===== config.mk =====
export PLATFORM = sky130hd
export DESIGN_NAME = cacheLookup
export DESIGN_NICKNAME = d
export VERILOG_FILES = /design/src/hdl/cachePkg.sv /design/src/hdl/cacheLookup.sv
export VERILOG_INCLUDE_DIRS = /design/src /design/src/hdl
export SDC_FILE = /design/constraint.sdc
export NUM_CORES = 2
export LEC_CHECK = 0
export BUFFER_PORTS_ARGS = -buffer_cell sky130_fd_sc_hd__buf_2
export CAP_MARGIN = 30
export CORE_AREA = 4 4 460 462
export CTS_CLUSTER_SIZE = 30
export DETAILED_ROUTE_END_ITERATION = 6
export DIE_AREA = 0 0 464 466
export PLACE_DENSITY = 0.73
export SLEW_MARGIN = 10
export SYNTH_ARGS = -nofsm -noshare
export SYNTH_HDL_FRONTEND = slang
export SYNTH_SLANG_ARGS = --single-unit

===== constraint.sdc =====
create_clock -name clk -period 2.7 [get_ports clk]
set_input_delay 0.54 -clock clk [delete_from_list [all_inputs] [get_ports clk]]
set_output_delay 0.54 -clock clk [all_outputs]
set_load 0.02 [all_outputs]

===== src/hdl/cache_consts.svh =====
`ifndef CACHE_CONSTS_SVH
`define CACHE_CONSTS_SVH

// pipeline address width
`define CACHE_ADDR_W 32

// data word and AXI data width
`define CACHE_XLEN 64

// byte offset inside a 32-byte line
`define CACHE_OFFSET_W 5

// 64 sets
`define CACHE_INDEX_W 6

// tag is what is left above index and offset
`define CACHE_TAG_W 21

// 64-bit words per line
`define CACHE_BEATS 4

`endif


===== src/hdl/cachePkg.sv =====
`default_nettype none

`include "cache_consts.svh"

package cachePkg;

  // pipeline address and data
  typedef logic [`CACHE_ADDR_W-1:0] cacheAddr_t;
  typedef logic [`CACHE_XLEN-1:0] cacheWord_t;

  // address fields
  typedef logic [`CACHE_TAG_W-1:0] cacheTag_t;
  typedef logic [`CACHE_INDEX_W-1:0] cacheIndex_t;
  typedef logic [$clog2(`CACHE_BEATS)-1:0] wordSel_t;

  // one bit picks one of the two ways
  typedef logic [0:0] way_t;

  typedef enum logic [1:0] {
    IDLE,
    LOOKUP,
    REFILL
  } lookupState_t;

endpackage

`default_nettype wire


===== src/hdl/cacheLookup.sv =====
`timescale 1ns/1ps
`default_nettype none

`include "cache_consts.svh"

module cacheLookup (
  input  wire                       clk,
  input  wire                       rst_n,
  input  wire                       reqFire_i,
  input  wire cachePkg::cacheAddr_t reqAddr_i,
  input  wire cachePkg::cacheAddr_t latchedAddr_i,
  input  wire                       refillDone_i,
  input  wire                       refillOk_i,
  output logic                      canAccept_o,
  output logic                      hit_o,
  output cachePkg::way_t            hitWay_o,
  output logic                      missStart_o,
  output cachePkg::way_t            victimWay_o
);
  import cachePkg::*;

  localparam int NumSets = 1 << `CACHE_INDEX_W;

  lookupState_t state;
  lookupState_t stateNext;

  cacheTag_t tagArray [0:1][0:NumSets-1];
  logic [1:0][NumSets-1:0] validBits;
  // lru bit names the way to replace next
  logic [NumSets-1:0] lruBits;

  cacheTag_t tagQ [0:1];
  logic [1:0] validQ;
  logic [1:0] wayHit;
  logic anyHit;

  cacheIndex_t reqIndex;
  cacheIndex_t latIndex;
  cacheTag_t latTag;
  way_t victimPick;
  way_t victimQ;

  assign reqIndex = reqAddr_i[`CACHE_OFFSET_W +: `CACHE_INDEX_W];
  assign latIndex = latchedAddr_i[`CACHE_OFFSET_W +: `CACHE_INDEX_W];
  assign latTag = latchedAddr_i[`CACHE_ADDR_W-1 -: `CACHE_TAG_W];

  // tags are read on acceptance and written at the end of a fill
  always_ff @(posedge clk) begin
    if (reqFire_i) begin
      tagQ[0] <= tagArray[0][reqIndex];
      tagQ[1] <= tagArray[1][reqIndex];
    end
    if (refillDone_i) begin
      tagArray[victimQ][latIndex] <= latTag;
    end
  end

  always_ff @(posedge clk or negedge rst_n) begin
    if (!rst_n) begin
      validQ <= 2'b00;
    end else if (reqFire_i) begin
      validQ <= {validBits[1][reqIndex], validBits[0][reqIndex]};
    end
  end

  // compare in the LOOKUP cycle against the latched tag
  assign wayHit[0] = validQ[0] && (tagQ[0] == latTag);
  assign wayHit[1] = validQ[1] && (tagQ[1] == latTag);
  assign anyHit = |wayHit;

  assign hit_o = (state == LOOKUP) && anyHit;
  assign hitWay_o = wayHit[1];
  assign missStart_o = (state == LOOKUP) && !anyHit;
  assign canAccept_o = (state == IDLE) || hit_o;

  // empty way first, LRU way otherwise
  always_comb begin
    if (!validQ[0]) begin
      victimPick = 1'b0;
    end else if (!validQ[1]) begin
      victimPick = 1'b1;
    end else begin
      victimPick = lruBits[latIndex];
    end
  end

  always_ff @(posedge clk) begin
    if (missStart_o) begin
      victimQ <= victimPick;
    end
  end

  assign victimWay_o = victimQ;

  // a failed fill leaves the victim invalid, its old data is gone
  always_ff @(posedge clk or negedge rst_n) begin
    if (!rst_n) begin
      validBits <= '0;
      lruBits <= '0;
    end else if (refillDone_i) begin
      validBits[victimQ][latIndex] <= refillOk_i;
      if (refillOk_i) begin
        lruBits[latIndex] <= ~victimQ;
      end
    end else if (hit_o) begin
      lruBits[latIndex] <= ~hitWay_o;
    end
  end

  always_ff @(posedge clk or negedge rst_n) begin
    if (!rst_n) begin
      state <= IDLE;
    end else begin
      state <= stateNext;
    end
  end

  always_comb begin
    stateNext = state;
    case (state)
      IDLE: begin
        if (reqFire_i) begin
          stateNext = LOOKUP;
        end
      end
      LOOKUP: begin
        if (!anyHit) begin
          stateNext = REFILL;
        end else if (!reqFire_i) begin
          stateNext = IDLE;
        end
      end
      REFILL: begin
        if (refillDone_i) begin
          stateNext = IDLE;
        end
      end
      default: stateNext = IDLE;
    endcase
  end

endmodule

`default_nettype wire


==> Word-level counts from Yosys, hierarchy flattened <==
Memory sizes are Yosys's and may differ from the RTL's.
Index checks and enable logic that the tools add are counted.
{ "totals": {"ff_bits": 197, "ram_bits": 2730, "input_bits": 69, "output_inout_bits": 5, "wordCells": 76, "n_memories": 2} }
{ "memory_table": {"columns": ["name", "depth", "width", "read_ports", "rd_clocked_by_memory_dff", "wr", "line", "source"], "rows": [
  ["tagArray", 2, 1344, 2, 0, 1, "cacheLookup.sv:27", "cacheTag_t tagArray [0:1][0:NumSets-1];"],
  ["tagQ", 2, 21, 2, 0, 2, "cacheLookup.sv:32", "cacheTag_t tagQ [0:1];"]
]} }
{ "classes": {"n_lt_le_gt_ge": 8, "eq_ne": 8, "n_mux": 34, "n_bitwise": 4, "n_reduce_logical": 14} }
{ "op_table": {"columns": ["cell", "n"], "rows": [
  ["two-way mux 1344 bit", 1],
  ["two-way mux 64 bit", 4],
  ["binary-select mux 21 bit (select 6 bit)", 2],
  ["bitwise mux 128 bit", 1],
  ["bitwise mux 64 bit", 2],
  ["demux 21 bit (select 6 bit)", 1],
  ["two-way mux 21 bit", 5],
  ["demux 64 bit (select 1 bit)", 1],
  ["equality test 21 bit", 2],
  ["binary-select mux 1 bit (select 6 bit)", 3],
  [">= comparator 7 bit (second input constant)", 2],
  ["less-than comparator 6 x 7 -> 1 bit (second input constant)", 2],
  ["inverter 6 -> 7 bit", 2],
  ["two-way mux 1 bit", 8],
  ["two-way mux 2 bit", 4],
  ["logical AND 1 bit", 7],
  ["less-than comparator 7 x 1 -> 1 bit (second input constant)", 1],
  ["demux 1 bit (select 6 bit)", 1],
  [">= comparator 6 x 1 -> 1 bit (second input constant)", 1],
  ["one-hot mux 2 bit (3 select lines)", 1],
  ["!= test 2 bit (second input constant)", 2],
  ["!= test 3 bit (second input constant)", 1],
  ["AND reduction 3 bit", 1],
  ["equality test 2 x 1 -> 1 bit (second input constant)", 1],
  ["11 further kinds", 12]
]} }

==> Logic depth before layout (Yosys ltp) <==
{ "logic_depth": {"ltp_word": 7, "depth_mapped": 10, "ltp_nobuf": 6} }

==> Worst setup path before layout <==
OpenSTA, ideal clock, no wires.
{ "synth_path": {"kind": "input-to-reg", "from": "input port latchedAddr_i[7]", "to": "register validBits[56] (netlist name)", "setup_time_ps": 125, "arrival_ps": 2978, "required_time_ps": 2575, "path_slack_ps": -403, "stages": 7, "path_buffers": 4, "cell_sequence": "buf_2 -> buf_2 -> or3_1 -> clkbuf_1 -> buf_1 -> nor2_1 -> mux2_2"} }
{ "synth_via": {"elab_chain_len": 7, "elab_cells_between_ends": 8, "classes_between": "order compare (2); mux (5); reduce/logical (1)"} }
{ "synth_rtl": {"columns": ["element", "line", "source"], "rows": [
  ["from (decl)", "cacheLookup.sv:11", "input wire cachePkg::cacheAddr_t latchedAddr_i,"],
  ["less-than comparator 6 x 7 -> 1 bit (not written as such) or >= comparator 6 x 1 -> 1 bit (tied branches)", "cacheLookup.sv:101", "validBits[victimQ][latIndex] <= refillOk_i;"],
  ["logical AND 1 bit (not written as such)", "cacheLookup.sv:101", null],
  ["two-way mux 1 bit (not written as such)", "cacheLookup.sv:101", null],
  ["demux 1 bit (select 6 bit) *", "cacheLookup.sv:101", null],
  ["two-way mux 64 bit (not written as such) *", "cacheLookup.sv:101", null],
  ["demux 64 bit (select 1 bit) *", "cacheLookup.sv:101", null],
  ["bitwise mux 128 bit *", "cacheLookup.sv:101", null],
  ["to (signal, indexed assignment)", "cacheLookup.sv:101", null],
  ["to (decl)", "cacheLookup.sv:28", "logic [1:0][NumSets-1:0] validBits;"]
]} }
Every way passes the cells marked *; elsewhere a longest branch is shown, timed or not.
A chain may end at the register's enable or synchronous reset.

==> flow_summary.json <==
{
  "routed_wl_um": 302000,
  "grt_pass1_vias": 59400,
  "grt_max_degree": 128,
  "place_area_mm2": 0.125,
  "synth_seq_cells": 2927,
  "r2r_cells": 9,
  "antenna_found_initial": 15,
  "cp_common_cell": "nor3_4",
  "dp_slack_ns": -0.832,
  "maxSlewViolCount": 0,
  "remaining_drc_errors": 0,
  "cts_tree": "done",
  "max-cap-violations": 0,
  "power.density_mw_per_mm2": 719,
  "cts.clk_slew.worst_paths_ns": 0.06,
  "grt_setup_unrepaired": "yes",
  "crit_family": "simple AND/OR/NAND/NOR gates",
  "wire_per_inst_um": 34.6,
  "core_area_mm2": 0.207,
  "r2r_setup_slack_ns": -0.05,
  "clock-sinks": 2927,
  "cp.depth": 8,
  "fp-row-count": 167,
  "ys.flop_type": "edfxtp_1",
  "synthCells": 4936,
  "io_pins": 74,
  "avgSynthCellArea_um2": 23.0,
  "min_from": "refillDone_i",
  "syn-num-nets": 5005,
  "fin_crit_ns": 3.93,
  "start_util": 0.549,
  "arrival_ns": 3.39,
  "grt_pass1_wl_um": 436000,
  "slew_headroom": 0.277,
  "max_freq_ghz": 0.254,
  "slowest_delay_ns": 0.57,
  "crit_start": "tagQ[0][35]",
  "grt.total_usage": 0.282,
  "drt_iter0_markers": 8445,
  "status": "complete, but fails checks",
  "clockRootBuffer": "clkbuf_16",
  "cts_made_buffers": 302,
  "area_delta_synth_final_pct": 18.5,
  "portBuffers": 42,
  "required_ns": 2.16,
  "r2r_end": "state[1]",
  "setup_ws_ns": -1.23,
  "crit_slowest_cell": "or4_4",
  "grt-ovfl-total": 0,
  "nets": 5794,
  "gp_congestion": 0.877,
  "dp_hpwl_um": 181000,
  "ir_drop_v": 0.000642,
  "min_path_type": "primary input to register",
  "dr.pass1.iters": 6,
  "design.die.area_mm2": 0.216,
  "timing.critical_path.from_type": "register",
  "timing.hold.ws_ns": 0.120,
  "finalSetupViolCount": 6,
  "synth_cell_types": 49,
  "crit_fanout": 2,
  "finalHoldViolCount": 0,
  "design_area_mm2": 0.135,
  "place_inst": 8201,
  "period_share": 1.46,
  "fin_cells": 8736,
  "clk_latency_ns": 0.94,
  "worst_pin_slew_ns": 1.08,
  "yosysSeqAreaShare": 0.764,
  "cts.htree.levels": 5,
  "violations": "setup timing",
  "yosys_warnings": 0,
  "antenna_left": 0,
  "synth-edff-count": 2731,
  "cp_cell_sequence": "xnor2_2 -> nand4_1 -> or4_4 -> nor3_4 -> buf_12 -> buf_4 -> nor3_4 -> buf_6",
  "synth.cell_area_mm2": 0.114,
  "critPathKind": "register to output pin",
  "drive_above_1_share": 0.400,
  "endpoint_kind": "output pin",
  "vias_per_cell": 6.63,
  "cp-endpoint": "missStart_o",
  "vias": 57900,
  "die_x_um": 464,
  "reg2reg_from": "tagQ[0][35]",
  "p_leak_uw": 0.0438,
  "synthArstFlopShare": 0.0670,
  "cts_max_path_buffers": 4,
  "finClkSkew_ns": 0.0399,
  "die_h_um": 466,
  "crit_buf_inv": 3
}
[state kept, by name, indices dropped and copies added (netlist names)]
register,flops
validBits,128
tagArray,2688
lruBits,64
state,2
validQ,2
victimWay_o,1
tagQ,42
[cell type report]
type,instances,area (um2)
antenna,7,17.5
multi-input combinational,1706,26000
sequential,2927,86900
timing repair buffer,786,8820
fill,12800,72300
inverter,2,7.51
clock inverter,169,1550
tap,2788,3490
clock buffer,351,7940
[worst min path at each step]
stage	end	slack (ns)	cells after the start
2_1_floorplan	lruBits[0]	0.24	0
3_3_place_gp	validBits[2]	0.48	1
3_5_place_dp	validBits[109]	0.49	1
4_1_cts	tagQ[0][24]	0.05	1
5_1_grt	tagQ[0][28]	0.08	1
6_report	state[1]	0.12	3
[metal layers]
| layer | track usage | vias up | share of wire | routed length [um] |
|---|---|---|---|---|
| met4 | 0.127 | 6 | 0.051 | 15300 |
| met2 | 0.442 | 3734 | 0.48 | 146000 |
| met1 | 0.388 | 30800 | 0.36 | 110000 |
| met5 | 0 | - | 0.00012 | 36 |
| met3 | 0.0614 | 696 | 0.10 | 31400 |
| li1 | - | 22700 | - | - |
[synth_stat cells, types with 3 or more instances]
| cell type | count | area share |
|---|---|---|
| and2_1 | 4 | 0.00022 |
| a221oi_1 | 4 | 0.00031 |
| or2_2 | 3 | 0.00017 |
| nand3b_1 | 5 | 0.00033 |
| nand2b_1 | 6 | 0.00033 |
| nand4_1 | 21 | 0.0012 |
| mux2_2 | 133 | 0.013 |
| nor3_1 | 14 | 0.00062 |
| nand3_1 | 12 | 0.00053 |
| o31ai_1 | 64 | 0.0042 |
| nand2_1 | 76 | 0.0025 |
| o21a_1 | 9 | 0.00059 |
| nor4_1 | 3 | 0.00017 |
| a211oi_1 | 9 | 0.00059 |
| buf_4 | 12 | 0.00079 |
| nor3b_2 | 3 | 0.00033 |
| mux4_2 | 872 | 0.17 |
| xnor2_1 | 42 | 0.0032 |
| buf_1 | 39 | 0.0013 |
| edfxtp_1 | 2731 | 0.72 |
| a22oi_1 | 84 | 0.0055 |
| nor3b_1 | 3 | 0.00020 |
| or4_1 | 3 | 0.00020 |
| clkbuf_1 | 156 | 0.0051 |
| a22o_1 | 6 | 0.00046 |
| o2111ai_1 | 6 | 0.00046 |
| buf_6 | 6 | 0.00059 |
| mux2i_1 | 17 | 0.0015 |
| nor2_1 | 148 | 0.0049 |
| dfrtp_1 | 196 | 0.043 |
| a21boi_0 | 55 | 0.0036 |
| nor2b_1 | 10 | 0.00055 |
| a21oi_1 | 4 | 0.00018 |
| and3b_1 | 4 | 0.00031 |
| buf_2 | 88 | 0.0039 |
| a31oi_1 | 68 | 0.0037 |
[layout by cell type (no fill, tap or decap), types with 37 or more instances in the layout]
master	n
a22oi_1	84
buf_12	226
clkinv_1	61
a31oi_1	68
nand2_1	73
a21boi_0	55
edfxtp_1	2731
clkinv_2	51
mux4_2	872
dfrtp_1	196
o31ai_1	64
nor2_2	119
clkbuf_16	309
mux2_2	133
buf_4	534
clkbuf_1	37
[metrics by stage]
stage	TNS, ns	util	total power [uW]
CTS	-5.21	0.650	97200
detailed placement	-46.59	0.604	57200
floorplan	-172.09	-	54000
finish	-4.81	0.651	96800
global placement	-44.08	0.604	57000
global route	-4.90	0.651	99700
[worst register-to-register path, cell delays in order, from the launching register on]
cell      delay (ns)
edfxtp_1        0.54
xnor2_2         0.24
nand4_1         0.13
or4_4           0.57
nor3_4          0.46
buf_12          0.18
buf_4           0.12
nor3_4          0.05
buf_6           0.19
a21o_1          0.15
[what timing repair did]
action                                 4_1_cts  5_1_grt
pin swaps                                    8        0
hold buffers                                 2        0
setup endpoints to repair                    6        6
endpoints found under the hold margin       63        0
buffers inserted                             2        0
gates resized for setup                     17        5
[where the power goes]
part | total (uW) | switching (uW) | leakage [uW] | internal, uW
logic | 6110 | 3460 | 0.0122 | 2640
registers | 50300 | 243 | 0.0269 | 50000
clock network | 40500 | 16900 | 0.00462 | 23600
total | 96800 | 20600 | 0.0438 | 76200
[logic make-up after synthesis]
| group | after synthesis | synth area share |
|---|---|---|
| flops | 2927 | 0.764 |
| simple gates | 321 | 0.0129 |
| compound gates | 321 | 0.0206 |
| xor+xnor | 42 | 0.00323 |
| mux | 1022 | 0.187 |
| buf+inv | 303 | 0.0118 |
(Power assumes the default switching activity.)
