### config.mk
export PLATFORM = sky130hd
export DESIGN_NAME = cacheReqPort
export DESIGN_NICKNAME = d
export VERILOG_FILES = /design/src/hdl/cachePkg.sv /design/src/hdl/cacheReqPort.sv
export VERILOG_INCLUDE_DIRS = /design/src /design/src/hdl
export SDC_FILE = /design/constraint.sdc
export NUM_CORES = 1
export LEC_CHECK = 0
export BUFFER_PORTS_ARGS = -buffer_cell sky130_fd_sc_hd__buf_4
export CAP_MARGIN = 30
export CORE_MARGIN = 3
export CORE_UTILIZATION = 41
export DETAILED_ROUTE_END_ITERATION = 6
export GPL_TIMING_DRIVEN = 0
export HOLD_SLACK_MARGIN = 0.03
export MAX_ROUTING_LAYER = met4
export PLACE_DENSITY = 0.76
export SYNTH_ARGS = -nofsm -noshare
export SYNTH_HDL_FRONTEND = slang
export SYNTH_SLANG_ARGS = --single-unit
### constraint.sdc
create_clock -name clk -period 2.09 [get_ports clk]
set_input_delay 0.3135 -clock clk [delete_from_list [all_inputs] [get_ports clk]]
set_output_delay 0.3135 -clock clk [all_outputs]
set_load 0.01 [all_outputs]
### src/hdl/cache_consts.svh
`ifndef CACHE_CONSTS_SVH
`define CACHE_CONSTS_SVH

// pipeline address width
`define CACHE_ADDR_W 32

// data word and AXI data width
`define CACHE_XLEN 64

// byte offset inside a 32-byte line
`define CACHE_OFFSET_W 5

// 64 sets
`define CACHE_INDEX_W 6

// tag is what is left above index and offset
`define CACHE_TAG_W 21

// 64-bit words per line
`define CACHE_BEATS 4

`endif

### src/hdl/cachePkg.sv
`default_nettype none

`include "cache_consts.svh"

package cachePkg;

  // pipeline address and data
  typedef logic [`CACHE_ADDR_W-1:0] cacheAddr_t;
  typedef logic [`CACHE_XLEN-1:0] cacheWord_t;

  // address fields
  typedef logic [`CACHE_TAG_W-1:0] cacheTag_t;
  typedef logic [`CACHE_INDEX_W-1:0] cacheIndex_t;
  typedef logic [$clog2(`CACHE_BEATS)-1:0] wordSel_t;

  // one bit picks one of the two ways
  typedef logic [0:0] way_t;

  typedef enum logic [1:0] {
    IDLE,
    LOOKUP,
    REFILL
  } lookupState_t;

endpackage

`default_nettype wire

### src/hdl/cacheReqPort.sv
`timescale 1ns/1ps
`default_nettype none

`include "cache_consts.svh"

module cacheReqPort (
  input  wire                       clk,
  input  wire                       rst_n,
  input  wire                       valid_i,
  input  wire cachePkg::cacheAddr_t addr_i,
  input  wire                       canAccept_i,
  input  wire                       hit_i,
  input  wire cachePkg::cacheWord_t hitWord_i,
  input  wire                       beatValid_i,
  input  wire cachePkg::wordSel_t   beatSel_i,
  input  wire cachePkg::cacheWord_t beatData_i,
  input  wire                       refillDone_i,
  output logic                      addr_ok_o,
  output logic                      reqFire_o,
  output cachePkg::cacheAddr_t      latchedAddr_o,
  output logic                      data_ok_o,
  output cachePkg::cacheWord_t      rd_data_o
);
  import cachePkg::*;

  wordSel_t reqSel;

  // ready straight from the lookup state, no register in between
  assign addr_ok_o = canAccept_i;
  assign reqFire_o = valid_i & addr_ok_o;

  // word wanted by the request in flight
  assign reqSel = latchedAddr_o[`CACHE_OFFSET_W-1 -: $bits(wordSel_t)];

  always_ff @(posedge clk) begin
    if (reqFire_o) begin
      latchedAddr_o <= addr_i;
    end
  end

  // one pulse per hit, and one at the end of each fill
  always_ff @(posedge clk or negedge rst_n) begin
    if (!rst_n) begin
      data_ok_o <= 1'b0;
    end else begin
      data_ok_o <= hit_i | refillDone_i;
    end
  end

  // hit word, or the matching beat picked off the fill as it passes
  always_ff @(posedge clk) begin
    if (hit_i) begin
      rd_data_o <= hitWord_i;
    end else if (beatValid_i && (beatSel_i == reqSel)) begin
      rd_data_o <= beatData_i;
    end
  end

endmodule

`default_nettype wire

## Yosys cells after proc, flatten, opt, wreduce, memory -nomap -nowiden

Cells that the tools add are included.

| word-level totals | value |
|---|---|
| bits in registers | 97 |
| input port bits | 169 |
| output and inout bits | 99 |
| logic and storage cells | 10 |

| operators by class | value |
|---|---|
| eq/ne operators | 1 |
| mux-type cells | 2 |
| bitwise gates (word level) | 2 |
| reduce and logical (&&, ||, !) cells | 2 |

Operator list:

| cell | number |
|---|---|
| 64-bit two-way mux | 2 |
| 2-bit == test | 1 |
| 2-bit nonzero test | 1 |
| 1-bit bitwise AND | 1 |
| 1-bit logical AND | 1 |
| 1-bit bitwise OR | 1 |

## Depth between registers and ports, before layout

Gate-level depths: netlist of run 1.

| logic depth | value |
|---|---|
| depth after elaboration | 4 |
| depth in mapped cells | 3 |
| mapped depth without buffers | 2 |

## Least setup slack after synthesis of run 1

Ideal clock, no wire load.

| path | value |
|---|---|
| path kind | flip-flop to flip-flop |
| start | register latchedAddr_o[3] |
| end | register rd_data_o[0] (enable) |
| library setup time | 0.398 ns |
| data arrival time | 1.562 ns |
| required time | 1.692 ns |
| slack | 0.130 ns |
| cell stages (with the launch flop) | 3 |
| path buffers | 0 |
| period minus slack after synthesis | 1.960 ns |
| path through | edfxtp_1 > xnor2_1 > a31o_2 |

| on the way | value |
|---|---|
| longest elaborated chain between the ends | 3 |

Ends and longest elaborated chain:

| item | RTL line | source |
|---|---|---|
| start: declaration | cacheReqPort.sv:20 | `output cachePkg::cacheAddr_t latchedAddr_o,` |
| start signal: assignment | cacheReqPort.sv:37 | `latchedAddr_o <= addr_i;` |
| 2-bit == test | cacheReqPort.sv:54 | `end else if (beatValid_i && (beatSel_i == reqSel)) begin` |
| 1-bit logical AND | cacheReqPort.sv:54 |  |
| 2-bit nonzero test (no line) | - |  |
| end signal: assignment | cacheReqPort.sv:53 | `rd_data_o <= hitWord_i;` |
| end signal: assignment | cacheReqPort.sv:55 | `rd_data_o <= beatData_i;` |
| end: declaration | cacheReqPort.sv:22 | `output cachePkg::cacheWord_t rd_data_o` |

Every way passes these cells.
A chain may end at the register's enable or synchronous reset.

## Final worst setup path of run 1

| path | value |
|---|---|
| start | register latchedAddr_o[4] |
| end | register rd_data_o[9] (enable) |

Same word-level chain as after synthesis.

==> impl_metrics.csv, run 1 <==
group,metric,value,unit
outcome,status,"completed",
layout,fin_nets,622,
global_routing,grt.total_usage,18.9,%
routing,first_pass_iters,4,
cts,cts_tree,"yes",
sta,fin_crit,1.84,ns
layout,diodes,0,
critical_path,path_max_fanout,64,
cts,post-cts-setup-buffers,0,
cts,cts_buffer_depth,2,
sta,holdWs,0.128,ns
layout,drive_gt1_share,77.9,%
sta,min_period_over_period,88.1,%
placement,place_congestion,0.790,
critical_path,worstPathArrival,1.81,ns
critical_path,r2r-start,"latchedAddr_o[4]",
power,comb_power_share,17.8,%
routing,drt-vias-per-instance,4.42,
power,finalPower,4.58,mW
sta,finalClockSkew,0.0107,ns
layout,final_common_cell,"buf_4",
sta,slew_viol_final,0,
routing,ant_nets,0,
worst_hold_path,hold_class,"primary input to register",
power,internal-power,3.56,mW
yosys,synth_seq_cells,97,
layout,fill_cells,591,
global_routing,grt_max_degree,65,
power,swShare,22.2,%
placement,port_buffers,266,
layout,seq_area,2910,sq um
power,power.density,725,nW/um^2
cts,cts_root_buf,"clkbuf_8",
worst_hold_path,hp-start,"addr_i[10]",
die,boundaryPins,268,
die,die_w,103,um
yosys,syn_nets,343,
yosys,synth.yosys.warnings,0,
routing,wl_per_cell,17.7,um
layout,area_growth,62.7,%
yosys,synth.yosys.seq_area_share,74.9,%
power,p_seq_share,51.7,%
cts,postCtsHoldBufs,1,
critical_path,cp_data_required_time,2.06,ns
power,switchingPower,1.02,mW
routing,wirelength,10.3,mm
sta,setup_viol,0,
flow_run,maxCapViolCount,0,
sta,worst_slew_pin_slew,0.901,ns
yosys,synthCells,174,
die,core-area,8980,sq um
sta,rsz0062_at_grt,"no",
power,p_leak,2.82,nW
cts,clk_pin_slew,0.10,ns
critical_path,cp-end-kind,"register",
critical_path,cp-start-kind,"register",
layout,multiInputGateArea,911,sq um
sta,fin_tns_setup,0,ns
routing,drtIter0Drc,66,
cts,ctsResizeCount,0,
global_routing,antenna_found_initial,0,
die,start_util,43.3,%
global_routing,grt.overflow.total,0,
yosys,ys_types,11,
power,peakVddDrop,0.000345,V
die,die_area,10700,sq um
die,die-height,103,um
critical_path,worstSetupPathType,"register to register",
die,rows,34,
global_routing,grt_pass1_vias,2591,
sta,max_slew_margin,40.0,%
placement,hpwl,8.36,mm
sta,hold_violations,0,
sta,fmax,0.543,GHz
yosys,synthesis.area,3880,sq um
routing,dr_total_vias,2581,
routing,drcViolationCount,0,
cts,clock-sinks,97,
cts,htreeDepth,3,
cts,clk_latency,0.35,ns
yosys,avgSynthCellArea,22.3,sq um
critical_path,critPathLaunch,"latchedAddr_o[4]",
cts,cts_buffers,9,
global_routing,grt_pass1_wl,14.1,mm
power,clockPowerShare,30.5,%
layout,mostFrequentLayoutCells,"buf_4, edfxtp_1, mux2_4",
[metrics by stage]
stage,util (%),setup WS (ns),area (sq um),std cells
2_1_floorplan,-,0.130,3880,174
3_3_place_gp,67.3,-0.225,6040,566
3_5_place_dp,67.7,0.240,6070,567
4_1_cts,70.4,0.228,6320,584
5_1_grt,70.4,0.149,6320,584
6_report,70.4,0.249,6320,584
[area by class of cell]
type | instances | area share [%]
flip-flops and latches | 97 | 46.0
repair buffers | 268 | 32.2
multi-input cells | 69 | 14.4
well taps | 126 | 2.50
clock buffers | 10 | 2.18
clock inverters | 6 | 1.52
plain buffers | 8 | 1.17
[cells in the mapped netlist]
master	count	area (sq um)
buf_4	1	7.51
edfxtp_1	96	2880
buf_2	2	10.0
and2_1	1	6.26
mux2_2	26	293
or2_2	1	6.26
a31o_2	1	8.76
dfrtp_1	1	25.0
mux2_4	38	571
xnor2_1	2	17.5
buf_6	5	56.3
[power groups by stage]
stage / clock network, mW / logic, mW / registers, mW
6_report: 1.40 / 0.814 / 2.37
3_3_place_gp: 0 / 0.803 / 2.41
4_1_cts: 1.43 / 0.828 / 2.37
5_1_grt: 1.51 / 0.865 / 2.38
3_5_place_dp: 0 / 0.826 / 2.42
2_1_floorplan: 0 / 0.214 / 2.50
[layer usage]
layer  vias up  global-route usage (%)  wire length (um)
met4         0                    7.17               170
met3        13                    4.09               849
met1      1180                    19.8              3630
met2       146                    34.7              5680
li1       1242                       -                 -
met5         -                       -                 0
[flip-flops by register name, indices dropped and copies added (netlist names)]
register       flops
rd_data_o         64
data_ok_o          1
latchedAddr_o     32
[worst max-delay path, stage by stage (launching register included)]
cell,delay (ns)
edfxtp_1,0.44
xnor2_1,0.22
a31o_4,0.78
[path summary, 6_finish.rpt]
kind	end	slack (ns)	depth (start not counted)
max in group asynchronous	data_ok_o	1.72	2
max	rd_data_o[9]	0.25	2
min reg2reg	rd_data_o[39]	1.24	2
min in group asynchronous	data_ok_o	0.29	2
min	latchedAddr_o[10]	0.13	1
max reg2reg	rd_data_o[9]	0.25	2
[logic make-up after synthesis]
family / after synthesis / synth area share, %
buffers and inverters: 8 / 1.90
AO/OA/AOI/OAI: 1 / 0.226
XOR/XNOR: 2 / 0.451
AND/OR/NAND/NOR: 2 / 0.322
multiplexers: 64 / 22.2
flip-flops: 97 / 74.9
(Power assumes the default switching activity.)
==> run 2, diff against run 1 <==
--- a/config.mk
+++ b/config.mk
@@ -9,12 +9,12 @@
 export BUFFER_PORTS_ARGS = -buffer_cell sky130_fd_sc_hd__buf_4
 export CAP_MARGIN = 30
 export CORE_MARGIN = 3
-export CORE_UTILIZATION = 41
+export CORE_UTILIZATION = 37
 export DETAILED_ROUTE_END_ITERATION = 6
 export GPL_TIMING_DRIVEN = 0
 export HOLD_SLACK_MARGIN = 0.03
 export MAX_ROUTING_LAYER = met4
-export PLACE_DENSITY = 0.76
+export PLACE_DENSITY = 0.72
 export SYNTH_ARGS = -nofsm -noshare
 export SYNTH_HDL_FRONTEND = slang
 export SYNTH_SLANG_ARGS = --single-unit
==> constraint.sdc (replaced) <==
create_clock -name clk -period 1.6 [get_ports clk]
set_input_delay 0.24 -clock clk [delete_from_list [all_inputs] [get_ports clk]]
set_output_delay 0.24 -clock clk [all_outputs]
set_load 0.01 [all_outputs]
==> impl_metrics.csv, run 2 (synthesized netlist as in run 1, its figures left out) <==
group,metric,value,unit
outcome,status,"completed",
global_routing,grt_max_degree,33,
sta,min_period_over_period,98.8,%
die,die_w,108,um
routing,wl_per_cell,18.6,um
layout,regMostFlops,"rd_data_o",
sta,slew_viol_final,0,
sta,setup_viol,0,
sta,fmax,0.633,GHz
layout,final_cell_area,6410,sq um
placement,place_area,6070,sq um
routing,drcViolationCount,0,
cts,clk_latency,0.36,ns
critical_path,cp_data_required_time,1.60,ns
layout,fin_nets,636,
cts,post-cts-setup-buffers,0,
routing,first_pass_iters,4,
critical_path,path_max_fanout,32,
sta,max_slew_margin,47.3,%
sta,fin_crit,1.58,ns
layout,largest_reg_flops,64,
layout,final_common_cell,"buf_4",
global_routing,grt.total_usage,18.1,%
die,rows,36,
sta,hold_violations,0,
critical_path,r2r_cells,2,
layout,top_regs,"rd_data_o: 64 flops, latchedAddr_o: 32 flops, data_ok_o: 1 flops",
power,power.density,879,nW/um^2
placement,place_congestion,0.728,
layout,area_growth,65.1,%
cts,cts_buffers,9,
routing,drt-vias-per-instance,4.42,
die,die_area,11800,sq um
global_routing,grt.overflow.total,0,
cts,htreeDepth,3,
routing,wirelength,11.2,mm
global_routing,grt_pass1_wl,15.0,mm
cts,cts_tree,"yes",
die,boundaryPins,268,
sta,rsz0062_at_grt,"yes",
routing,ant_nets,0,
die,core-area,10000,sq um
cts,cts_buffer_depth,2,
layout,mostFrequentLayoutCells,"buf_4, edfxtp_1, mux2_4",
die,start_util,38.8,%
routing,drtIter0Drc,115,
routing,dr_total_vias,2672,
layout,drive_gt1_share,75.8,%
sta,worst_slew_pin_slew,0.791,ns
sta,finalClockSkew,0.00771,ns
critical_path,worstPathArrival,1.58,ns
sta,fin_tns_setup,0,ns
cts,clk_pin_slew,0.10,ns
layout,fill_cells,748,
worst_hold_path,hold_class,"primary input to register",
sta,fin_ws,0.0193,ns
flow_run,maxCapViolCount,0,
power,peakVddDrop,0.000413,V
critical_path,rrSetupSlack,0.02,ns
critical_path,cp-end-kind,"register",
global_routing,grt_pass1_vias,2728,
critical_path,worstSetupPathType,"register to register",
placement,place_ws,-0.232,ns
worst_hold_path,min_path_cells,1,
power,p_leak,2.86,nW
die,die-height,108,um
layout,final_core_util,64.1,%
global_routing,antenna_found_initial,0,
cts,clock-sinks,97,
critical_path,cp-start-kind,"register",
placement,port_buffers,266,
placement,hpwl,8.51,mm
cts,cts_root_buf,"clkbuf_8",
layout,diodes,0,
run 2: path summary, 6_finish.rpt:
check | to | startpoint
max | rd_data_o[10] | latchedAddr_o[3]
min | latchedAddr_o[22] | addr_i[22]
max reg2reg | rd_data_o[10] | latchedAddr_o[3]
min reg2reg | rd_data_o[61] | latchedAddr_o[3]
max in group asynchronous | data_ok_o | rst_n
min in group asynchronous | data_ok_o | rst_n
run 2: metrics by stage:
stage	power (mW)	hold WS (ns)	instances
after floorplan	3.54	-0.0556	174
after global placement	4.20	0.0160	573
after detailed placement	4.23	0.0163	574
after CTS	5.69	0.0303	600
after global routing	5.88	0.0306	605
final	5.64	0.0488	605
run 2: power by group:
part	switching (mW)	internal, mW
sequential	0.0575	3.04
combinational	0.418	0.695
clock	0.859	0.572
total	1.33	4.31
run 2: final cells by class:
| class | count | area (sq um) | area share (%) |
|---|---|---|---|
| well taps | 133 | 166 | 2.59 |
| clock buffers | 10 | 128 | 1.99 |
| flip-flops and latches | 97 | 2910 | 45.3 |
| multi-input cells | 70 | 943 | 14.7 |
| clock inverters | 6 | 42.5 | 0.663 |
| plain buffers | 8 | 73.8 | 1.15 |
| repair buffers | 281 | 2150 | 33.6 |
run 2: what timing repair did:
action                                 4_1_cts  5_1_grt
cloned                                       1        0
resized for setup                            3        0
hold buffers                                 9        5
setup endpoints to repair                   64       64
pin swaps                                    1        1
endpoints found under the hold margin        9        5
run 2: critical path, cell delays in order (launching register included):
cell and delay (ns):
edfxtp_1 0.44, xnor2_2 0.26, a31o_4 0.50
run 2: layer usage:
layer	wire, um	vias to the layer above	GRT usage (%)
met4	269	0	7.48
li1	-	1275	-
met5	0	-	-
met1	3980	1236	19.9
met3	919	20	3.88
met2	6060	141	31.9
==> run 3, diff against run 2 <==
--- a/config.mk
+++ b/config.mk
@@ -13,7 +13,6 @@
 export DETAILED_ROUTE_END_ITERATION = 6
 export GPL_TIMING_DRIVEN = 0
 export HOLD_SLACK_MARGIN = 0.03
-export MAX_ROUTING_LAYER = met4
 export PLACE_DENSITY = 0.72
 export SYNTH_ARGS = -nofsm -noshare
 export SYNTH_HDL_FRONTEND = slang
==> impl_metrics.csv, run 3 (synthesized netlist as in run 1, its figures left out) <==
group,metric,value,unit
outcome,status,"completed",
critical_path,crit_path_cell_trace,"xnor2_2, a31o_4",
routing,wirelength,11.2,mm
power,power.density,881,nW/um^2
cts,cts_root_buf,"clkbuf_8",
power,peakVddDrop,0.000412,V
power,p_seq_share,54.9,%
worst_hold_path,hp-start,"addr_i[6]",
placement,place_congestion,0.719,
layout,mostFrequentLayoutCells,"buf_4, edfxtp_1, mux2_4",
critical_path,critPathLaunch,"latchedAddr_o[3]",
global_routing,grt_pass1_wl,15.0,mm
layout,final_core_util,64.0,%
critical_path,r2r-start,"latchedAddr_o[3]",
sta,hold_violations,0,
critical_path,worst-path-buf-inv,0,
critical_path,cpPeakStageDelay,0.52,ns
critical_path,worstSetupPathType,"register to register",
layout,regMostFlops,"rd_data_o",
cts,clock-sinks,97,
routing,drt-vias-per-instance,4.42,
sta,setup_viol,0,
sta,fin_tns_setup,0,ns
worst_hold_path,hold_class,"primary input to register",
critical_path,cp_slowest_cell,"a31o_4",
cts,clk_pin_slew,0.10,ns
placement,hpwl,8.51,mm
cts,cts_buffers,9,
die,start_util,38.8,%
critical_path,worstPathArrival,1.59,ns
die,rows,36,
cts,htreeDepth,3,
layout,top_regs,"rd_data_o: 64 flops, latchedAddr_o: 32 flops, data_ok_o: 1 flops",
power,p_leak,2.86,nW
critical_path,cp-end-kind,"register",
layout,area_growth,64.9,%
cts,clk_latency,0.36,ns
placement,port_buffers,266,
sta,rsz0062_at_grt,"yes",
layout,final_common_cell,"buf_4",
critical_path,cp-start-kind,"register",
sta,max_slew_margin,47.4,%
die,die_area,11800,sq um
critical_path,path_max_fanout,32,
routing,drtIter0Drc,128,
power,internal-power,4.30,mW
routing,ant_nets,0,
routing,first_pass_iters,4,
flow_run,maxCapViolCount,0,
global_routing,grt_max_degree,33,
cts,cts_buffer_depth,2,
layout,drive_gt1_share,76.0,%
global_routing,antenna_found_initial,0,
routing,wl_per_cell,18.6,um
power,comb_power_share,19.7,%
global_routing,grt.overflow.total,0,
layout,largest_reg_flops,64,
power,swShare,23.7,%
critical_path,crit_family,"compound AO/OA/AOI/OAI gates",
power,clockPowerShare,25.4,%
routing,dr_total_vias,2667,
layout,fin_nets,635,
layout,diodes,0,
power,switchingPower,1.34,mW
die,die-height,108,um
sta,finalClockSkew,0.00691,ns
sta,fin_crit,1.59,ns
cts,cts_tree,"yes",
die,boundaryPins,268,
global_routing,grt.total_usage,17.6,%
critical_path,cp_data_required_time,1.60,ns
routing,drcViolationCount,0,
sta,slew_viol_final,0,
global_routing,grt_pass1_vias,2715,
sta,min_period_over_period,99.2,%
die,die_w,108,um
die,core-area,10000,sq um
sta,worst_slew_pin_slew,0.790,ns
sta,fmax,0.630,GHz
## run 3: final timing paths
| path | end | slack (ns) | cells after the start |
|---|---|---|---|
| worst min-delay path | latchedAddr_o[6] | 0.05 | 1 |
| max in group asynchronous | data_ok_o | 1.33 | 2 |
| worst max register to register | rd_data_o[41] | 0.01 | 2 |
| min in group asynchronous | data_ok_o | 0.19 | 2 |
| worst min register to register | rd_data_o[61] | 1.14 | 2 |
| worst max-delay path | rd_data_o[41] | 0.01 | 2 |
## run 3: cell type report
| cell class | count | area [sq um] |
|---|---|---|
| well taps | 133 | 166 |
| multi-input cells | 70 | 943 |
| fillers | 749 | 3600 |
| flip-flops and latches | 97 | 2910 |
| repair buffers | 280 | 2140 |
| clock buffers | 10 | 128 |
| clock inverters | 6 | 42.5 |
| plain buffers | 8 | 73.8 |
## run 3: metrics by stage
step,hold slack (ns),instance area [sq um],power (mW),std cells,worst slack (ns)
6_report,0.0484,6400,5.64,604,0.0135
3_3_place_gp,0.0160,6060,4.20,573,-0.269
4_1_cts,0.0303,6360,5.69,600,0.0101
5_1_grt,0.0306,6400,5.87,604,-0.0749
2_1_floorplan,-0.0556,3890,3.54,174,-0.0153
3_5_place_dp,0.0163,6070,4.23,574,-0.232
## run 3: power groups by stage
stage,combinational [mW],sequential [mW],clock (mW)
2_1_floorplan,0.282,3.26,0
3_3_place_gp,1.06,3.15,0
3_5_place_dp,1.08,3.16,0
4_1_cts,1.11,3.10,1.48
5_1_grt,1.18,3.12,1.58
6_report,1.11,3.10,1.43
## run 3: worst reg2reg max path: stages (launching register included)
cell	delay (ns)
edfxtp_1	0.44
xnor2_2	0.26
a31o_4	0.52
## run 3: layer usage
layer | vias to the layer above | global-route usage (%) | wire length (um)
met2 | 142 | 32.2 | 6090
met5 | - | 0 | 0
li1 | 1273 | - | -
met1 | 1233 | 19.1 | 3880
met3 | 19 | 4.48 | 1000
met4 | 0 | 7.48 | 274
## run 3: repair_timing
item / in CTS / in global routing
setup buffers: 0 / 0
hold endpoints to repair: 9 / 4
pin swaps: 1 / 1
resized for setup: 3 / 0
setup endpoints to repair: 64 / 64
hold buffers: 9 / 4
gates cloned: 1 / 0
