===== config.mk =====
export PLATFORM = sky130hd
export DESIGN_NAME = cacheRefill
export DESIGN_NICKNAME = d
export VERILOG_FILES = /design/src/hdl/cachePkg.sv /design/src/hdl/axiLitePkg.sv /design/src/hdl/cacheRefill.sv
export VERILOG_INCLUDE_DIRS = /design/src /design/src/hdl
export SDC_FILE = /design/constraint.sdc
export NUM_CORES = 1
export LEC_CHECK = 0
export ABC_AREA = 0
export BUFFER_PORTS_ARGS = -buffer_cell sky130_fd_sc_hd__buf_2
export CAP_MARGIN = 20
export CORE_AREA = 2 2 79 81
export CTS_CLUSTER_DIAMETER = 150
export DETAILED_ROUTE_END_ITERATION = 8
export DIE_AREA = 0 0 81 83
export SETUP_SLACK_MARGIN = 0.3
export SYNTH_ARGS = -nofsm -noshare
export SYNTH_HDL_FRONTEND = slang
export SYNTH_SLANG_ARGS = --single-unit

===== constraint.sdc =====
create_clock -name clk -period 1.5 [get_ports clk]
set_input_delay 0.3 -clock clk [delete_from_list [all_inputs] [get_ports clk]]
set_output_delay 0.3 -clock clk [all_outputs]
set_load 0.1 [all_outputs]

===== src/hdl/cache_consts.svh =====
`ifndef CACHE_CONSTS_SVH
`define CACHE_CONSTS_SVH

// pipeline address width
`define CACHE_ADDR_W 32

// data word and AXI data width
`define CACHE_XLEN 64

// byte offset inside a 32-byte line
`define CACHE_OFFSET_W 5

// 64 sets
`define CACHE_INDEX_W 6

// tag is what is left above index and offset
`define CACHE_TAG_W 21

// 64-bit words per line
`define CACHE_BEATS 4

`endif


===== src/hdl/cachePkg.sv =====
`default_nettype none

`include "cache_consts.svh"

package cachePkg;

  // pipeline address and data
  typedef logic [`CACHE_ADDR_W-1:0] cacheAddr_t;
  typedef logic [`CACHE_XLEN-1:0] cacheWord_t;

  // address fields
  typedef logic [`CACHE_TAG_W-1:0] cacheTag_t;
  typedef logic [`CACHE_INDEX_W-1:0] cacheIndex_t;
  typedef logic [$clog2(`CACHE_BEATS)-1:0] wordSel_t;

  // one bit picks one of the two ways
  typedef logic [0:0] way_t;

  typedef enum logic [1:0] {
    IDLE,
    LOOKUP,
    REFILL
  } lookupState_t;

endpackage

`default_nettype wire


===== src/hdl/axiLitePkg.sv =====
`default_nettype none

`include "cache_consts.svh"

package axiLitePkg;

  typedef logic [`CACHE_ADDR_W-1:0] axiAddr_t;
  typedef logic [`CACHE_XLEN-1:0] axiData_t;

  typedef enum logic [1:0] {
    OKAY   = 2'b00,
    EXOKAY = 2'b01,
    SLVERR = 2'b10,
    DECERR = 2'b11
  } axiResp_t;

  // read master sequencing for one line fill
  typedef enum logic [1:0] {
    RF_IDLE,
    RF_ADDR,
    RF_DATA
  } refillState_t;

endpackage

`default_nettype wire


===== src/hdl/cacheRefill.sv =====
`timescale 1ns/1ps
`default_nettype none

`include "cache_consts.svh"

module cacheRefill (
  input  wire                         clk,
  input  wire                         rst_n,
  input  wire                         missStart_i,
  input  wire cachePkg::cacheAddr_t   latchedAddr_i,
  input  wire                         m_axi_arready_i,
  input  wire                         m_axi_rvalid_i,
  input  wire axiLitePkg::axiData_t   m_axi_rdata_i,
  input  wire axiLitePkg::axiResp_t   m_axi_rresp_i,
  output axiLitePkg::axiAddr_t        m_axi_araddr_o,
  output logic                        m_axi_arvalid_o,
  output logic                        m_axi_rready_o,
  output logic                        beatValid_o,
  output cachePkg::wordSel_t          beatSel_o,
  output cachePkg::cacheWord_t        beatData_o,
  output logic                        refillDone_o,
  output logic                        refillOk_o
);
  import cachePkg::*;
  import axiLitePkg::*;

  localparam int ByteW = `CACHE_OFFSET_W - $bits(wordSel_t);

  refillState_t state;
  refillState_t stateNext;
  wordSel_t beatCnt;
  logic errSeen;
  logic beatFire;
  logic lastBeat;

  // address comes straight from state, so it holds while arvalid waits
  assign m_axi_arvalid_o = (state == RF_ADDR);
  assign m_axi_rready_o = (state == RF_DATA);
  assign m_axi_araddr_o = {latchedAddr_i[`CACHE_ADDR_W-1:`CACHE_OFFSET_W], beatCnt,
                           {ByteW{1'b0}}};

  assign beatFire = m_axi_rvalid_i & m_axi_rready_o;
  assign lastBeat = (beatCnt == wordSel_t'(`CACHE_BEATS - 1));

  assign beatValid_o = beatFire;
  assign beatSel_o = beatCnt;
  assign beatData_o = m_axi_rdata_i;
  assign refillDone_o = beatFire && lastBeat;
  // the last response counts too
  assign refillOk_o = !errSeen && (m_axi_rresp_i == OKAY);

  always_ff @(posedge clk or negedge rst_n) begin
    if (!rst_n) begin
      state <= RF_IDLE;
      beatCnt <= '0;
      errSeen <= 1'b0;
    end else begin
      state <= stateNext;
      if (missStart_i) begin
        beatCnt <= '0;
        errSeen <= 1'b0;
      end else if (beatFire) begin
        beatCnt <= beatCnt + 1'b1;
        if (m_axi_rresp_i != OKAY) begin
          errSeen <= 1'b1;
        end
      end
    end
  end

  // one AR and one R per word, words 0 to 3 in order
  always_comb begin
    stateNext = state;
    case (state)
      RF_IDLE: begin
        if (missStart_i) begin
          stateNext = RF_ADDR;
        end
      end
      RF_ADDR: begin
        if (m_axi_arready_i) begin
          stateNext = RF_DATA;
        end
      end
      RF_DATA: begin
        if (m_axi_rvalid_i) begin
          stateNext = lastBeat ? RF_IDLE : RF_ADDR;
        end
      end
      default: stateNext = RF_IDLE;
    endcase
  end

endmodule

`default_nettype wire


[Word-level counts from Yosys, hierarchy flattened]
Cells that the tools add are included.
Operators by class
  reductions and logical operators: 10
  $add $sub $neg: 1
  eq/ne operators: 6
  bitwise gates (word level): 1
  mux-type cells: 10
Operators by type and width (count)
  $mux W2: 5
  $ne A2 B2 Y1 const B: 3
  $pmux W2 S3: 1
  $reduce_bool A2 Y1: 3
  $eq A2 B2 Y1 const B: 2
  $logic_not A2 Y1: 2
  $mux W1: 4
  $reduce_and A3 Y1: 1
  $add A2 B1 Y2 const B: 1
  $eq A2 B1 Y1 const B: 1
  $logic_and A1 B1 Y1: 2
  $reduce_and A2 Y1: 1
  $and A1 B1 Y1: 1
  $logic_not A1 Y1: 1
Storage, ports and cells
  word-level logic and storage cells: 31
  flip-flop bits (word level): 5

[Logic depth before layout (Yosys ltp)]
Gate-level depths: netlist (run 1).
  depth in word-level cells: 4
  gate-level depth with buffers: 3
  depth with buffers taken out: 3

[Worst setup path after synthesis (run 1)]
OpenSTA, ideal clock, no wires.
  path type: input to register
  start: input port m_axi_rresp_i[1]
  end: register errSeen
  stages: 2
  arrival time: 2.508 ns
  setup slack: -1.268 ns
  data required time: 1.240 ns
  path through: nor3_1 -> a211oi_1
Between the ends
  longest elaborated chain between the ends: 3
RTL lines
  start, declared: RTL line cacheRefill.sv:14  | input wire axiLitePkg::axiResp_t m_axi_rresp_i,
  $reduce_bool A2 Y1: RTL line cacheRefill.sv:64  | if (m_axi_rresp_i != OKAY) begin
  $reduce_bool A2 Y1 (no line)
  $reduce_and A2 Y1 (no line)
  end signal, assigned: RTL line cacheRefill.sv:56  | errSeen <= 1'b0;
  end signal, assigned: RTL line cacheRefill.sv:61  | errSeen <= 1'b0;
  end signal, assigned: RTL line cacheRefill.sv:65  | errSeen <= 1'b1;
  end, declared: RTL line cacheRefill.sv:32  | logic errSeen;
Every way passes these cells.
A chain may end at the register's enable or synchronous reset.

[Worst setup path in the final report (run 1)]
  start: register state[0]
  end: output port refillDone_o
Between the ends
  longest elaborated chain between the ends: 3
RTL lines
  start, declared: RTL line cacheRefill.sv:29  | refillState_t state;
  start signal, assigned: RTL line cacheRefill.sv:58  | state <= stateNext;
  $eq A2 B2 Y1: RTL line cacheRefill.sv:38  | assign m_axi_rready_o = (state == RF_DATA);
  $and A1 B1 Y1: RTL line cacheRefill.sv:42  | assign beatFire = m_axi_rvalid_i & m_axi_rready_o;
  $logic_and A1 B1 Y1: RTL line cacheRefill.sv:48  | assign refillDone_o = beatFire && lastBeat;
  end, declared: RTL line cacheRefill.sv:21  | output logic refillDone_o,
Every way passes these cells.

==> impl_results.md, run 1 <==
* Outcome: complete, no violations
* CTS H-Tree Depth at 1
* Synth warn at 0
* Cell leakage power at 0.342 nW
* WHS at 325 ps
* M2 GR Usage at 7.06%
* Remaining antenna violation count at 0
* Achievable Freq at 667 MHz
* GRT overflow at 0
* Worst path slowest cell: dfrtp_1
* Minimum clock period at 1500 ps
* Clock latency on the worst-skew pair at 230 ps
* Synth Area in Adders at 1.25%
* Worst path arrival time at 1200 ps
* R2R Setup Slk at 170 ps
* Maximum net fanout on the critical path at 4
* Sw frac at 46.1%
* Top Family by Delay on Critical Path: flip-flops
* RSZ-0062 raised after global routing: true
* Initial DRC Count at 1
* Layer with the highest usage: met4
* Synth Area in Compound Gates at 2.99%
* Initial Util at 17.3%
* Pwr dens at 1670 mW/mm^2
* Number of global-route vias before repair at 444
* P_int at 0.721 mW
* Fin. Hold Viols at 0
* CP peak stage delay at 400 ps
* Std-Cell Rows at 28
* Worst vdd ir at 0.000801 V
* DRC errors left at 0
* ANT cells at 0
* Share of cells above drive strength 1 at 67.2%
* Area post-placement at 594 um^2
* Reg-to-reg critical path startpoint: beatSel_o[0]
* Wire per inst at 13.2 um
* Routed WL at 1.75 mm
* Crit path cell chain: nand3b_4 > inv_8 > and2_4 > buf_12
* Multiplexer share of the synthesized area at 2.49%
* Psw at 0.616 mW
* Detailed-router iteration count before antenna repair at 2
* FF-to-FF End: beatSel_o[0]
* Synth top cells by count: buf_4 (96), dfrtp_1 (5), inv_1 (2), nand2b_1 (2), nor2b_1 (2)
* Worst Skew at 8.80 ps
* WP data required at 1200 ps
* Comb power frac at 63.3%
* Chip Height at 83 um
* Register area share after synthesis at 12.5%
* Most common cell in the netlist: buf_4
* Hold Path Depth at 2
* Layout area overhead at -20.0%
* Hold Path Sink: state[1]
* Startpoint Class: register
* Slew Viols, Final at 0
* Global-route wire length before repair at 2.44 mm
* Post-synthesis simple-gate area fraction at 7.60%
* Max clock buf depth at 2
* Largest net degree at the start of global routing at 7
* Root buf cell: clkbuf_8
* Post-DP HPWL at 1.29 mm
* CP endpoint kind: output port
* Core Area at 0.00582 mm^2
* Vias at 426
* Nets at 163
* Yosys cell types at 21
* Total GRT Usage at 4.87%
* Sequential share of power at 17.4%
* CTS tree: built
* GPL Wtd Cong at 0.583
* CTS Sinks at 5
* Async S/R FF share, synth at 100%
* GRT met1 Usage at 2.57%
* Hold path start: m_axi_arready_i
* Worst Path Buf+Inv at 2
* Synthesized area at 0.00100 mm^2
* Primary FF master, synth: dfrtp_1
* Setup CP Type: register to output port
* FILL cells at 664
* Post-Layout Inst Area at 803 um^2
* Final setup vio count at 0
* Post-synth EDFFs at 0
* CTS Buf Count at 3
* Syn Area/Cell at 8.17 um^2
* Global Route met3 Usage at 3.70%
* Clk slew on worst S/H paths at 40 ps
* Post-Synth XOR/XNOR Area at 0%
* Synth Instances at 123
* FF-to-FF path depth at 5
* IO Port Bufs at 15
* Hold Path Class: input pin to register
* Final worst-path cycle share at 99.9%
* Max cap viols at 0
* Top cell type's share of synthesized area at 71.7%
* Top post-synthesis cells by area: buf_4 (72%), dfrtp_1 (12%), mux2_4 (1.5%)
* Post-detailed-route via-to-cell ratio at 3.20
* Largest area contributor in the netlist: buf_4
* IO Count at 206
* Initial antenna violation count at 0
* Clk pwr share at 19.3%
* Synth Register Bits at 5
* Die ar. at 0.00672 mm^2
* Die Wd at 81 um
* Main combinational cell family by area after synthesis: buffers and inverters
-- flip-flops by register name (all words and copies together), names as in the netlist --
| register | cells |
|---|---|
| beatSel_o | 2 |
| errSeen | 1 |
| state | 2 |
-- per-stage QoR --
step	util [%]	setup WS (ps)	cells	power [mW]	setup TNS, ps
3_5_place_dp	10.2	211	119	0.942	0
6_report	13.8	1.67	133	1.34	0
2_1_floorplan	-	53.1	125	1.90	0
4_1_cts	13.2	9.09	132	1.30	0
3_3_place_gp	10.2	218	119	0.937	0
5_1_grt	13.8	-25.4	133	1.40	-46.0
-- power by group through the flow --
stage	combinational (mW)	sequential (mW)	clock, mW
after floorplan	1.64	0.267	0
after global placement	0.703	0.234	0
after detailed placement	0.706	0.236	0
after CTS	0.810	0.230	0.259
after global routing	0.884	0.240	0.274
final	0.846	0.233	0.258
-- layout by cell type (no fill, tap or decap), types with 2 or more instances in the layout --
master and count:
buf_4 4, conb_1 3, clkbuf_8 3, inv_1 2, buf_6 5, nand2b_1 2
buf_12 9, dfrtp_4 2, dfrtp_1 2, buf_2 6, nor2b_4 2
-- kinds of logic after synthesis --
| kind of cell | count (synthesis) |
|---|---|
| compound gates | 4 |
| mux | 2 |
| simple gates | 11 |
| fa+ha+maj | 1 |
| flops | 5 |
| other cells | 1 |
| buf+inv | 99 |
-- how the worst max path moves through the flow --
stage                   from             end  depth (start not counted)
floorplan            errSeen      refillOk_o                          1
global placement    state[0]    refillDone_o                          4
detailed placement  state[0]    refillDone_o                          4
CTS                 state[0]  m_axi_rready_o                          3
global route        state[0]    refillDone_o                          4
finish              state[0]    refillDone_o                          4
-- cell type report --
| type | instances | area (um^2) | share of cell area, % |
|---|---|---|---|
| Multi-Input combinational cell | 21 | 205 | 25.5 |
| Tap cell | 75 | 93.8 | 11.7 |
| Timing Repair Buffer | 25 | 307 | 38.2 |
| Sequential cell | 5 | 134 | 16.7 |
| Clock buffer | 4 | 45.0 | 5.61 |
| Inverter | 3 | 18.8 | 2.34 |
-- routing by layer --
layer	up-vias	wire [um]
met2	59	756
met3	38	394
li1	150	-
met5	-	0
met4	0	249
met1	179	352
-- repair_timing --
action,in CTS,in global routing
setup endpoints to repair,9,11
hold buffers,1,0
resized for setup,16,7
pin swaps,2,1
endpoints found under the hold margin,5,0
setup buffers,8,1
Note: power is estimated with default switching activity, not from simulation.
==> run 2, diff against run 1 <==
--- a/constraint.sdc
+++ b/constraint.sdc
@@ -3,2 +3,2 @@
 set_output_delay 0.3 -clock clk [all_outputs]
-set_load 0.1 [all_outputs]
+set_load 0.05 [all_outputs]
==> run 2 against run 1 <==
  * Clock power decreased by 3%
  * Count of clock-buffer cells in the layout unchanged
  * Highest routed layer unchanged
  * Setup slack improved by 61 ps
  * Maximum frequency increased by 4.3%
  * Critical endpoint unchanged
  * Critical path type unchanged
  * Non-clock buffer count decreased by 4
  * Critical path depth unchanged
==> impl_results.md, run 2 (synthesis gave the netlist of run 1 again) <==
* Outcome: complete, no violations
* Initial DRC Count at 2 (+1)
* Std-Cell Rows at 28 (unchanged)
* CTS tree: built
* Layout area overhead at -35.5%
* Max clock buf depth at 2 (unchanged)
* GRT overflow at 0 (unchanged)
* WHS at 304 ps (-20.6 ps)
* Fin. Hold Viols at 0 (unchanged)
* CTS Sinks at 5 (unchanged)
* Remaining antenna violation count at 0 (unchanged)
* Slew Viols, Final at 0 (unchanged)
* CP endpoint kind: output port
* Wire per inst at 13.6 um (+3.0%)
* Setup CP Type: register to output port
* Worst path arrival time at 1140 ps (-60 ps)
* Most frequent cells in the layout: buf_4 (9), buf_2 (6)
* Final setup vio count at 0 (unchanged)
* Global-route wire length before repair at 2.61 mm (+6.8%)
* Vias at 398 (-6.6%)
* Maximum net fanout on the critical path at 3 (-1)
* Number of global-route vias before repair at 480 (+8.1%)
* Nets at 159 (-2.5%)
* Final worst-path cycle share at 95.8% (-4.1 points)
* Share of cells above drive strength 1 at 61.1% (-6.1 points)
* WP data required at 1200 ps (about the same)
* Root buf cell: clkbuf_8
* IO Count at 206 (unchanged)
* Clk pwr share at 25.0% (+5.7 points)
* Post-DP HPWL at 1.40 mm (+8.6%)
* Die Wd at 81 um (unchanged)
* Hold Path Class: input pin to register
* Initial antenna violation count at 0 (unchanged)
* Clock latency on the worst-skew pair at 220 ps (about the same)
* P_int at 0.598 mW (-17%)
* Largest net degree at the start of global routing at 7 (unchanged)
* Initial Util at 17.3% (unchanged)
* Final Util at 11.1% (-2.7 points)
* Minimum clock period at 1440 ps (-61.2 ps)
* Setup TNS at 0 ps (unchanged)
* CTS Buf Count at 3 (unchanged)
* Worst vdd ir at 0.000218 V (-73%)
* Comb power frac at 52.7% (-11 points)
* Post-detailed-route via-to-cell ratio at 3.09 (-3.7%)
* Psw at 0.402 mW (-35%)
* GPL Wtd Cong at 0.578 (-0.86%)
* DRC errors left at 0 (unchanged)
* RSZ-0062 raised after global routing: true
* Chip Height at 83 um (unchanged)
* Core Area at 0.00582 mm^2 (unchanged)
* Die ar. at 0.00672 mm^2 (unchanged)
* Achievable Freq at 696 MHz (+4.3%)
* Pwr dens at 1540 mW/mm^2 (-7.4%)
* Cell leakage power at 0.291 nW (-15%)
* Routed WL at 1.75 mm (-0.11%)
* IO Port Bufs at 15 (unchanged)
* Sequential share of power at 22.3% (+4.9 points)
* CTS H-Tree Depth at 1 (unchanged)
* Detailed-router iteration count before antenna repair at 3 (+1)
* ANT cells at 0 (unchanged)
* Sw frac at 40.2% (-5.9 points)
* Worst Skew at 1.42 ps (-7.37 ps)
* Commonest non-fill, non-tap cell in the layout: buf_4
* Max cap viols at 0 (unchanged)
* Startpoint Class: register
* Clk slew on worst S/H paths at 40 ps (about the same)
* Total GRT Usage at 5.38% (+0.51 points)
-- run 2: worst paths after layout --
kind,from,to,slack [ps],cells after the start
worst min register to register,errSeen,errSeen,590,2
worst max-delay path,state[0],refillDone_o,60,4
min in group asynchronous,rst_n,beatSel_o[0],440,2
worst min-delay path,missStart_i,errSeen,300,2
worst max register to register,state[0],beatSel_o[0],340,4
max in group asynchronous,rst_n,state[1],910,2
-- run 2: metrics by stage --
stage               std cells  area, um^2  setup WS, ps  power (mW)
floorplan                 125        1060           264        1.19
global placement          119         505           166       0.607
detailed placement        119         505           151       0.612
CTS                       127         623          46.7       0.961
global route              129         648          15.2        1.06
finish                    129         648          62.9       0.999
-- run 2: power by group through the flow --
stage / logic [mW] / registers, mW / clock network, mW
2_1_floorplan: 0.955 / 0.233 / 0
3_3_place_gp: 0.383 / 0.223 / 0
3_5_place_dp: 0.385 / 0.226 / 0
4_1_cts: 0.477 / 0.227 / 0.257
5_1_grt: 0.563 / 0.233 / 0.266
6_report: 0.527 / 0.222 / 0.250
-- run 2: cell type report --
type	instances	area, um^2
Timing Repair Buffer	21	171
Sequential cell	5	129
Fill cell	696	5170
Tap cell	75	93.8
Clock buffer	4	45.0
Multi-Input combinational cell	21	190
Inverter	3	18.8
-- run 2: metal layers --
metal | track usage (%) | part of all wire [%]
met1 | 3.36 | 21
met2 | 5.86 | 39
met3 | 4.67 | 22
met4 | 11.1 | 18
met5 | 0 | 0
-- run 2: timing repair --
action,in CTS,in global routing
cloned,0,0
endpoints found under the hold margin,5,0
gates resized for setup,14,4
buffers inserted,3,2
endpoints found under the setup margin,9,6
hold buffers,1,0
-- run 2: critical path: stages, from the launching register on --
cell	delay [ps]
dfrtp_1	380
nand3b_4	190
inv_8	70
and2_4	130
buf_8	130
==> run 3, diff against run 2 <==
- MAX_ROUTING_LAYER: unset -> met4
==> run 3 against run 2 <==
  * Critical path depth did not move
  * Via count fell by 0.50%
  * Hold slack barely moved
  * Sequential share of layout area did not move
  * Critical path type unchanged
  * Critical endpoint unchanged
  * Largest power group unchanged
  * Highest routed layer unchanged
==> impl_results.md, run 3 (synthesis gave the netlist of run 1 again) <==
* Outcome: complete, no violations
* Commonest non-fill, non-tap cell in the layout: buf_4
* Worst path arrival time at 1140 ps (about the same)
* Fin. Hold Viols at 0 (unchanged)
* GPL Wtd Cong at 0.581 (+0.52%)
* Max cap viols at 0 (unchanged)
* Std-Cell Rows at 28 (unchanged)
* Initial antenna violation count at 0 (unchanged)
* CTS H-Tree Depth at 1 (unchanged)
* Cell leakage power at 0.291 nW (unchanged)
* Nets at 159 (unchanged)
* CTS Buf Count at 3 (unchanged)
* Post-DP HPWL at 1.40 mm (unchanged)
* Die ar. at 0.00672 mm^2 (unchanged)
* Max clock buf depth at 2 (unchanged)
* DRC errors left at 0 (unchanged)
* Share of cells above drive strength 1 at 61.1% (unchanged)
* ANT cells at 0 (unchanged)
* CTS tree: built
* Post-detailed-route via-to-cell ratio at 3.07 (-0.50%)
* Final setup vio count at 0 (unchanged)
* WP data required at 1200 ps (about the same)
* Total GRT Usage at 5.53% (+0.15 points)
* CP endpoint kind: output port
* Hold Path Class: input pin to register
* Largest net degree at the start of global routing at 7 (unchanged)
* Reg-to-reg critical path startpoint: state[0]
* WHS at 304 ps (+0.120 ps)
* Worst vdd ir at 0.000218 V (unchanged)
* RSZ-0062 raised after global routing: true
* Maximum net fanout on the critical path at 3 (unchanged)
* Chip Height at 83 um (unchanged)
* Core Area at 0.00582 mm^2 (unchanged)
* Number of global-route vias before repair at 479 (-0.21%)
* Global-route wire length before repair at 2.62 mm (+0.27%)
* CTS Sinks at 5 (unchanged)
* Remaining antenna violation count at 0 (unchanged)
* PnR worst setup slack at 62.9 ps (+0.0217 ps)
* Startpoint Class: register
* Worst Skew at 1.42 ps (unchanged)
* Most frequent cells in the layout: buf_4 (9), buf_2 (6)
* Minimum clock period at 1440 ps (-0.0217 ps)
* IO Port Bufs at 15 (unchanged)
* Initial DRC Count at 1 (-1)
* Initial Util at 17.3% (unchanged)
* Setup TNS at 0 ps (unchanged)
* Clock latency on the worst-skew pair at 220 ps (about the same)
* Layout area overhead at -35.5% (unchanged)
* Achievable Freq at 696 MHz (about the same)
* Final worst-path cycle share at 95.8% (about the same)
* Hold path start: missStart_i
* Pwr dens at 1540 mW/mm^2 (about the same)
* Slew Viols, Final at 0 (unchanged)
* Clk slew on worst S/H paths at 40 ps (about the same)
* GRT overflow at 0 (unchanged)
* Detailed-router iteration count before antenna repair at 4 (+1)
* Crit path launch: state[0]
* Wire per inst at 13.6 um (-0.11%)
* Root buf cell: clkbuf_8
* Vias at 396 (-0.50%)
* Routed WL at 1.75 mm (-0.11%)
* Final Util at 11.1% (unchanged)
* Setup CP Type: register to output port
* Die Wd at 81 um (unchanged)
* IO Count at 206 (unchanged)
* Post-placement setup slack at 151 ps (unchanged)
-- run 3: report_power, final --
| group | internal (mW) | switching [mW] |
|---|---|---|
| Sequential | 0.174 | 0.0483 |
| Combinational | 0.241 | 0.286 |
| Clock | 0.183 | 0.0674 |
-- run 3: timing repair --
item                                    in CTS  in global routing
gates resized for setup                     14                  4
endpoints found under the hold margin        5                  0
setup buffers                                3                  2
cloned                                       0                  0
hold buffers                                 1                  0
endpoints found under the setup margin       9                  6
-- run 3: cell type report --
cell class / count / area [um^2]
multi-input combinational: 21 / 190
tap: 75 / 93.8
sequential: 5 / 129
timing repair buffer: 21 / 171
inverter: 3 / 18.8
clock buffer: 4 / 45.0
fill: 696 / 5170
-- run 3: critical path: stages, from the launching register on --
cell,delay [ps]
dfrtp_1,380
nand3b_4,190
inv_8,70
and2_4,130
buf_8,130
-- run 3: path summary, 6_finish.rpt --
| path | depth (start not counted) | slack, ps | to |
|---|---|---|---|
| setup reg to reg | 4 | 340 | beatSel_o[0] |
| hold reg to reg | 2 | 590 | errSeen |
| min in group asynchronous | 2 | 440 | beatSel_o[0] |
| max in group asynchronous | 2 | 910 | state[1] |
| setup / recovery | 4 | 60 | refillDone_o |
| hold / removal | 2 | 300 | errSeen |
-- run 3: layer usage --
layer / track usage [%] / routed length, um
met2: 5.86 / 673
met1: 3.50 / 382
met3: 4.46 / 371
met4: 11.1 / 320
met5: - / 0
-- run 3: stage by stage --
step	power [mW]	instance area, um^2	cells
after global placement	0.607	505	119
final	0.999	648	129
after global routing	1.06	648	129
after CTS	0.961	623	127
after floorplan	1.19	1060	125
after detailed placement	0.612	505	119
